File: config.mk
export PLATFORM = sky130hd
export DESIGN_NAME = camera_regs
export DESIGN_NICKNAME = d
export VERILOG_FILES = /design/src/verilog/projection_pkg.sv /design/src/verilog/camera_regs.sv
export VERILOG_INCLUDE_DIRS = /design/src /design/src/verilog
export SDC_FILE = /design/constraint.sdc
export NUM_CORES = 1
export LEC_CHECK = 0
export BUFFER_PORTS_ARGS = -buffer_cell sky130_fd_sc_hd__buf_4
export CELL_PAD_IN_SITES_DETAIL_PLACEMENT = 1
export CELL_PAD_IN_SITES_GLOBAL_PLACEMENT = 1
export CORE_ASPECT_RATIO = 2
export CORE_UTILIZATION = 43
export DETAILED_ROUTE_END_ITERATION = 10
export GPL_TIMING_DRIVEN = 0
export PLACE_DENSITY = 0.84
export SYNTH_ARGS = -nofsm -noshare
export SYNTH_HDL_FRONTEND = slang
export SYNTH_SLANG_ARGS = --single-unit
File: constraint.sdc
create_clock -name clk_in -period 1.6 [get_ports clk_in]
set_input_delay 0.08 -clock clk_in [delete_from_list [all_inputs] [get_ports clk_in]]
set_output_delay 0.08 -clock clk_in [all_outputs]
set_load 0.02 [all_outputs]
File: src/verilog/projection_macros.svh
`ifndef PROJECTION_MACROS_SVH
`define PROJECTION_MACROS_SVH

// input coordinate widths
`define P_WIDTH    16  // vertex coordinate, signed integer
`define C_WIDTH    18  // camera position, signed integer
`define V_WIDTH    16  // camera vector component, Q2.14
`define FRAC_BITS  14  // fraction bits of the camera vectors

// internal datapath widths
`define DIFF_WIDTH 19  // d = P - C
`define DOT_WIDTH  23  // dot product after the fraction shift
`define FOCAL_BITS 8   // numerator scale, focal length 256
`define DIV_WIDTH  32  // divider operands and quotient

// viewport, centred on the optical axis
`define VW_HALF    160
`define VH_HALF    120

// output point widths
`define SX_WIDTH   9
`define SY_WIDTH   8
`define Z_WIDTH    16

`endif

File: src/verilog/projection_pkg.sv
`include "projection_macros.svh"

package projection_pkg;

  // camera position, integer units
  typedef struct packed {
    logic signed [`C_WIDTH-1:0] x;
    logic signed [`C_WIDTH-1:0] y;
    logic signed [`C_WIDTH-1:0] z;
  } vec3_c_t;

  typedef struct packed {
    logic signed [`P_WIDTH-1:0] x;  // vertex in world space
    logic signed [`P_WIDTH-1:0] y;
    logic signed [`P_WIDTH-1:0] z;
  } vec3_p_t;

  typedef struct packed {
    logic signed [`V_WIDTH-1:0] x;  // unit vector component, Q2.14
    logic signed [`V_WIDTH-1:0] y;
    logic signed [`V_WIDTH-1:0] z;
  } vec3_v_t;

  typedef struct packed {
    vec3_c_t pos;  // camera centre C
    vec3_v_t u;    // screen right
    vec3_v_t v;    // screen up
    vec3_v_t n;    // view direction
  } camera_t;

  typedef struct packed {
    logic [`SX_WIDTH-1:0] x;  // 0 at left edge
    logic [`SY_WIDTH-1:0] y;  // 0 at top edge
    logic [`Z_WIDTH-1:0]  z;  // depth along n
  } screen_pt_t;

  // one address per scalar camera register
  typedef enum logic [3:0] {
    POS_X = 4'd0, POS_Y = 4'd1, POS_Z = 4'd2,
    U_X   = 4'd3, U_Y   = 4'd4, U_Z   = 4'd5,
    V_X   = 4'd6, V_Y   = 4'd7, V_Z   = 4'd8,
    N_X   = 4'd9, N_Y   = 4'd10, N_Z  = 4'd11
  } cam_field_e;

endpackage

File: src/verilog/camera_regs.sv
`timescale 1ns/1ps
`include "projection_macros.svh"

module camera_regs (
  input  logic                       clk_in,
  input  logic                       rst_in,
  input  logic                       cfg_we,     // single cycle write strobe
  input  projection_pkg::cam_field_e cfg_field,  // which scalar to write
  input  logic [`C_WIDTH-1:0]        cfg_data,   // sign extended by the host
  output projection_pkg::camera_t    camera
);

  // 1.0 in Q2.14
  localparam logic [`V_WIDTH-1:0] V_ONE = `V_WIDTH'(1) << `FRAC_BITS;

  logic [`V_WIDTH-1:0] vec_data;  // vector fields keep the low bits only

  assign vec_data = cfg_data[`V_WIDTH-1:0];

  always_ff @(posedge clk_in) begin
    if (rst_in) begin
      // identity camera at the origin looking down +z
      camera.pos <= '0;
      camera.u   <= '{x: V_ONE, y: '0, z: '0};
      camera.v   <= '{x: '0, y: V_ONE, z: '0};
      camera.n   <= '{x: '0, y: '0, z: V_ONE};
    end else if (cfg_we) begin
      case (cfg_field)
        projection_pkg::POS_X: camera.pos.x <= cfg_data;
        projection_pkg::POS_Y: camera.pos.y <= cfg_data;
        projection_pkg::POS_Z: camera.pos.z <= cfg_data;
        projection_pkg::U_X:   camera.u.x   <= vec_data;
        projection_pkg::U_Y:   camera.u.y   <= vec_data;
        projection_pkg::U_Z:   camera.u.z   <= vec_data;
        projection_pkg::V_X:   camera.v.x   <= vec_data;
        projection_pkg::V_Y:   camera.v.y   <= vec_data;
        projection_pkg::V_Z:   camera.v.z   <= vec_data;
        projection_pkg::N_X:   camera.n.x   <= vec_data;
        projection_pkg::N_Y:   camera.n.y   <= vec_data;
        projection_pkg::N_Z:   camera.n.z   <= vec_data;
        default: ;  // unused codes 12..15 are ignored
      endcase
    end
  end

endmodule

==> results.md, run 1 <==
* Outcome: complete, no violations
* Clk sinks at 198
* DRT Wirelength at 24250 um
* Cells along the critical path: buf_2 > clkbuf_1 > nand2b_1 > clkbuf_1 > mux2i_1
* Final setup fails at 0
* Period utilization at 0.8452
* Num CTS Buffers at 17
* Switching Fraction at 0.2496
* Post-route DRC at 0
* Combinational power share at 0.077
* DR WL/cell at 20.67 um
* Syn Nets at 715
* Share of the synthesized area in the top cell type at 0.5045
* GPL Wtd Cong at 0.8299
* Vias per cell at 5.006
* Netlist cell types at 18
* Clk pwr share at 0.425
* Critical Path Most Common Cell: clkbuf_1
* Number of nets with antenna violations after routing at 0
* Critical path required time at 1880 ps
* DR pass1 iterations at 4
* Max Clock Skew at 0 ps
* Area grow syn2layout at 33.95%
* Sequential power share at 0.499
* Most common library cell in the layout ignoring fill and taps: buf_4
* Post-Route Setup TNS at 0 ps
* Row cnt at 69
* Final HPWL DP at 17620 um
* Worst-case clock buffer depth at 2
* Mean Syn Cell Area at 11.39 um^2
* Worst R2R Setup Slack at 870 ps
* Post-synthesis cell count at 690
* I/O pin cnt at 223
* WHS at 13.89 ps
* RSZ-0062 raised after global routing: no
* CP peak stage delay at 610 ps
* Switching power total at 2.516 mW
* Hold Path Class: input port to flip-flop
* Pwr dens at 957.8 mW/mm^2
* Commonest non-fill, non-tap cells in the layout: buf_4 (224), nand2b_1 (213), mux2i_1 (198), dfxtp_1 (198), clkbuf_1 (24)
* Setup Slack @ Placement at -319.0 ps
* Min-Delay Startpoint: cfg_data[3]
* Top reg by flops: camera
* Clk root buf: clkbuf_16
* Max FFs per register at 198
* Worst min-delay path endpoint: camera[183]
* Number of fill cells in the layout at 1908
* Largest net degree at the start of global routing at 19
* CP arrival at 1630 ps
* Worst setup EP type: flip-flop
* Cell taking the most area after synthesis: dfxtp_1
* Min cycle time layout at 1352 ps
* Simple-gate share of the synthesized area at 0.2005
* Crit path max-delay cell type: clkbuf_1
* Synth Area in XOR/XNOR at 0
* Worst reg2reg startpoint: camera[95]
* Adder-Cell Fraction of Synth Area at 0
* FF-to-FF path depth at 2
* Final Max Slew Viols at 0
* Pint at 7.565 mW
* Multiplexer share of the synthesized area at 0.2522
* Fmax at 0.7395 GHz
* Initial Util at 0.4418
* DRT iter0 DRCs at 116
* Synth top area cells: dfxtp_1 (50%), mux2i_1 (25%), nand2b_1 (17%), buf_6 (1.6%), clkbuf_1 (1.1%)
* Synthesis warning total at 0
* Register area at 0.003964 mm^2
* Register bit total from synthesis at 198
* Worst setup margin at 247.7 ps
* Fin. Hold Viols at 0
* Crit Path Max Fanout at 10
* First-pass GRT wire length at 36500 um
* Core Box Area at 0.01778 mm^2
* Worst-margin pin slew at 806.8 ps
* Sequential fraction of the synthesis area at 0.5045
* Critical path class: input port to flip-flop
* Initial antenna violation count at 2
* Layout cell share with drive strength beyond 1 at 0.3142
* Hold Crit Depth at 3
* CP startpoint kind: input port
* Clk slew on worst S/H paths at 70 ps
* CTS tree: built
* Final net count at 970
* Compound-Gate Fraction of Synth Area at 0
* Final Core Density at 0.5918
* Multi-input logic area at 0.003557 mm^2
* Biggest regs: camera x198
* P_leak at 5.521 nW
* Synthesized area at 0.007858 mm^2
* PortBufs at 219
* Clk_lat worst skew at 430 ps
* Max Cap Viol at 0
* # resized after CTS at 0
* Die outline area at 0.01885 mm^2
* Largest family of logic cells by synthesized area: multiplexers
* Slew headroom at 0.4622
* Capturing point of the worst reg2reg path: camera[95]
* H-tree Lvls at 4
* GRT overflow at 0
* Number of global-route vias before repair at 6260
* Die W at 97.59 um
* Worst vdd ir at 644.0 uV
* Total global-route track usage at 0.2589
* Die H at 193.2 um
* Via count at 5872
-- worst max-delay path by stage --
stage | start | to
floorplan | cfg_field[0] | camera[162]
finish | rst_in | camera[62]
global placement | rst_in | camera[158]
global route | rst_in | camera[176]
CTS | rst_in | camera[158]
detailed placement | rst_in | camera[94]
-- cell usage after synthesis, drive strengths merged --
cell	n
and2b	1
clkbuf	24
nor2b	1
nand2	9
and2	2
nor2	5
buf	33
dfxtp	198
mux2i	198
nor3b	1
nand3	3
nand2b	213
and3b	2
-- stage by stage --
| step | instances | instance area, um^2 | power, mW |
|---|---|---|---|
| 2_1_floorplan | 690 | 7858 | 5.572 |
| 5_1_grt | 1173 | 10530 | 10.39 |
| 6_report | 1173 | 10530 | 10.08 |
| 3_3_place_gp | 1122 | 9768 | 5.873 |
| 3_5_place_dp | 1122 | 9768 | 5.887 |
| 4_1_cts | 1171 | 10520 | 10.15 |
-- final cells by class --
cell class                 instances  share of cell area
antenna                            2           0.0004755
buffer                            57             0.03198
clock buffer                      18             0.04173
clock inverter                    14             0.01355
multi-input combinational        435              0.3380
sequential                       198              0.3766
tap                              213             0.02532
timing repair buffer             236              0.1724
-- what timing repair did --
action	4_1_cts	5_1_grt
hold buffers	17	0
endpoints found under the hold margin	35	0
buffers inserted	0	0
-- per-layer routing --
| layer | vias to the layer above | global-route usage | wire (um) |
|---|---|---|---|
| met1 | 2875 | 0.2559 | 8678 |
| met2 | 170 | 0.4938 | 13460 |
| met4 | 0 | 0.1606 | 1373 |
| met5 | - | 0 | 0 |
| li1 | 2770 | - | - |
| met3 | 57 | 0.04650 | 737 |
-- logic make-up (layout without fill, tap and decap cells) --
logic type | after synthesis | after routing
AND/OR/NAND/NOR | 237 | 237
multiplexers | 198 | 198
flip-flops | 198 | 198
buffers and inverters | 57 | 325
other | 0 | 2
-- power groups by stage --
stage          Combinational [mW]  Clock (mW)  Sequential (mW)
2_1_floorplan               0.359           0             5.21
3_3_place_gp                0.734           0             5.14
3_5_place_dp                0.745           0             5.14
4_1_cts                     0.784        4.34             5.03
5_1_grt                     0.820        4.54             5.03
6_report                    0.774        4.28             5.03
-- worst max-delay path, delay by kind of cell --
family / cells / cell delay, ps
mux: 1 / 160
buf+inv: 3 / 1210
simple gates: 1 / 170
Power figures use the tool's default switching activity.
==> run 2: changes to the inputs <==
--- a/config.mk
+++ b/config.mk
@@ -10,10 +10,10 @@
 export CELL_PAD_IN_SITES_DETAIL_PLACEMENT = 1
 export CELL_PAD_IN_SITES_GLOBAL_PLACEMENT = 1
 export CORE_ASPECT_RATIO = 2
-export CORE_UTILIZATION = 43
+export CORE_UTILIZATION = 36
 export DETAILED_ROUTE_END_ITERATION = 10
 export GPL_TIMING_DRIVEN = 0
-export PLACE_DENSITY = 0.84
+export PLACE_DENSITY = 0.75
 export SYNTH_ARGS = -nofsm -noshare
 export SYNTH_HDL_FRONTEND = slang
 export SYNTH_SLANG_ARGS = --single-unit
==> constraint.sdc (replaced) <==
create_clock -name clk_in -period 1.2 [get_ports clk_in]
set_input_delay 0.06 -clock clk_in [delete_from_list [all_inputs] [get_ports clk_in]]
set_output_delay 0.06 -clock clk_in [all_outputs]
set_load 0.02 [all_outputs]
==> run 2 against run 1 <==
  * Die area increased by 19%
  * Wire length is 2.6% higher
  * Clock skew did not move
  * Critical endpoint is now camera[53]
==> results.md, run 2 (synthesis results as in run 1) <==
* Outcome: complete, no violations
* Crit. Startpoint: rst_in
* H-tree Lvls at 4 (unchanged)
* Final HPWL DP at 18260 um (+3.6%)
* Vias per cell at 4.738 (-5.3%)
* GPL Wtd Cong at 0.7766 (-6.4%)
* Critical Path Most Common Cell: buf_2
* GRT met3 Usage at 0.03024 (-0.01627)
* Number of global-route vias before repair at 6346 (+1.4%)
* Worst-case clock buffer depth at 2 (unchanged)
* Clk pwr share at 0.424 (about the same)
* Multi-input logic area at 0.003560 mm^2 (about the same)
* Worst-margin pin slew at 413.3 ps (-393.4 ps)
* Delay-heaviest family, CP: buffers and inverters
* Worst setup EP type: flip-flop
* CTS tree: built
* DR WL/cell at 20.21 um (-2.3%)
* Total global-route track usage at 0.2246 (-0.03426)
* Combinational power share at 0.077 (about the same)
* RSZ-0062 raised after global routing: no
* WHS at 61.66 ps (+47.77 ps)
* GRT busiest layer: met2
* Post-CTS Setup Inserts at 0 (unchanged)
* Max FFs per register at 198 (unchanged)
* Most common library cell in the layout ignoring fill and taps: buf_4
* Dpl cell area at 0.009843 mm^2 (+0.77%)
* Max Clock Skew at 0 ps (unchanged)
* GR Util met1 at 0.2239 (-0.03202)
* Initial Util at 0.3656 (-0.07619)
* Min cycle time layout at 1084 ps
* Crit path max-delay cell type: clkbuf_1
* Top reg by flops: camera
* Via count at 5833 (-0.66%)
* DR pass1 iterations at 4 (unchanged)
* Worst setup margin at 115.7 ps (-132.0 ps)
* Max Cap Viol at 0 (unchanged)
* DRT Wirelength at 24870 um (+2.6%)
* Clk_lat worst skew at 430 ps (about the same)
* Largest net degree at the start of global routing at 17 (-2)
* Setup Slack @ Placement at -624.3 ps (-305.2 ps)
* Total power after layout at 13.44 mW (+33%)
* Num CTS Buffers at 17 (unchanged)
* GRT overflow at 0 (unchanged)
* Critical path required time at 1490 ps (-390 ps)
* Biggest regs: camera x198
* Number of fill cells in the layout at 2383 (+25%)
* Hold Path Class: input port to flip-flop
* CP peak stage delay at 370 ps (-240 ps)
* First-pass GRT wire length at 37160 um (+1.8%)
* CP startpoint kind: input port
* Critical path class: input port to flip-flop
* Pwr dens at 1268 mW/mm^2 (+32%)
* Initial antenna violation count at 0 (-2)
* Clk root buf: clkbuf_16
* Die H at 210.9 um (+9.2%)
* I/O pin cnt at 223 (unchanged)
* Period utilization at 0.9036
* Post-route DRC at 0 (unchanged)
* Final net count at 970 (unchanged)
* Slew headroom at 0.7242 (+0.2620)
* Switching power total at 3.231 mW (+28%)
* Crit path buffers/inverters at 3 (unchanged)
* Register area at 0.003964 mm^2 (unchanged)
* Cells along the critical path: buf_2 > clkbuf_1 > nand2b_1 > buf_2 > mux2i_1
* Fin. Hold Viols at 0 (unchanged)
* Post-route cell area at 0.01061 mm^2 (+0.76%)
* Fmax at 0.9222 GHz
* Worst vdd ir at 612.2 uV (-4.9%)
* P_leak at 5.531 nW (+0.19%)
* Core Box Area at 0.02149 mm^2 (+21%)
* Layout cell share with drive strength beyond 1 at 0.3152 (+0.001044)
* PortBufs at 219 (unchanged)
* Crit Path Max Fanout at 10 (unchanged)
* Met2 Use GR at 0.4402 (-0.05360)
* Pint at 10.21 mW (+35%)
* Row cnt at 76 (+10%)
* Die W at 106.5 um (+9.1%)
* Number of nets with antenna violations after routing at 0 (unchanged)
* Die outline area at 0.02246 mm^2 (+19%)
* Area grow syn2layout at 34.97%
* Commonest non-fill, non-tap cells in the layout: buf_4 (224), nand2b_1 (212), mux2i_1 (198), dfxtp_1 (198), clkbuf_1 (23)
* Final Max Slew Viols at 0 (unchanged)
* CP arrival at 1380 ps (-250 ps)
* Sequential power share at 0.499 (about the same)
* Min-Delay Startpoint: cfg_field[3]
* Clk slew on worst S/H paths at 70 ps (about the same)
* Worst reg2reg startpoint: camera[71]
* Final setup fails at 0 (unchanged)
* Antenna Cells at 0 (-2)
* Clk sinks at 198 (unchanged)
* Switching Fraction at 0.2404 (-0.009216)
* DRT iter0 DRCs at 119 (+2.6%)
## run 2: power groups by stage
stage	logic [mW]	clock network (mW)	registers, mW
final	1.04	5.70	6.71
after global routing	1.10	6.03	6.71
after CTS	1.05	5.81	6.71
after detailed placement	1.00	0	6.86
after global placement	0.989	0	6.86
after floorplan	0.479	0	6.95
## run 2: final cells by class
class	instances	share of cell area
buffer	56	0.03162
clock buffer	23	0.04601
clock inverter	9	0.008731
multi-input combinational	435	0.3357
sequential	198	0.3738
tap	273	0.03221
timing repair buffer	237	0.1720
## run 2: worst register-to-register path, cell delays in order, from the launching register on
cell      delay, ps
dfxtp_1         380
nand2b_1         90
mux2i_1         130
## run 2: routing by layer
layer  routed length (um)  share of wire  vias to the layer above
li1                     -              -                     2764
met1                 9014           0.36                     2873
met2                14110           0.57                      151
met3                  690          0.028                       45
met4                 1055          0.042                        0
met5                    0              0                        -
## run 2: final timing paths
| path | slack [ps] | end | depth (start not counted) |
|---|---|---|---|
| max | 120 | camera[53] | 5 |
| min | 60 | camera[161] | 4 |
| max reg2reg | 520 | camera[71] | 2 |
| min reg2reg | 480 | camera[146] | 2 |
## run 2: timing repair
| item | CTS | global route |
|---|---|---|
| resized for setup | 1 | 4 |
| hold endpoints to repair | 38 | 0 |
| hold buffers | 18 | 0 |
| setup endpoints to repair | 9 | 51 |
## run 2: metrics by stage
step,TNS [ps],utilization,std cells
2_1_floorplan,0,-,690
3_3_place_gp,-56740,0.4580,1182
3_5_place_dp,-60430,0.4580,1182
4_1_cts,0,0.4934,1231
5_1_grt,0,0.4935,1231
6_report,0,0.4935,1231
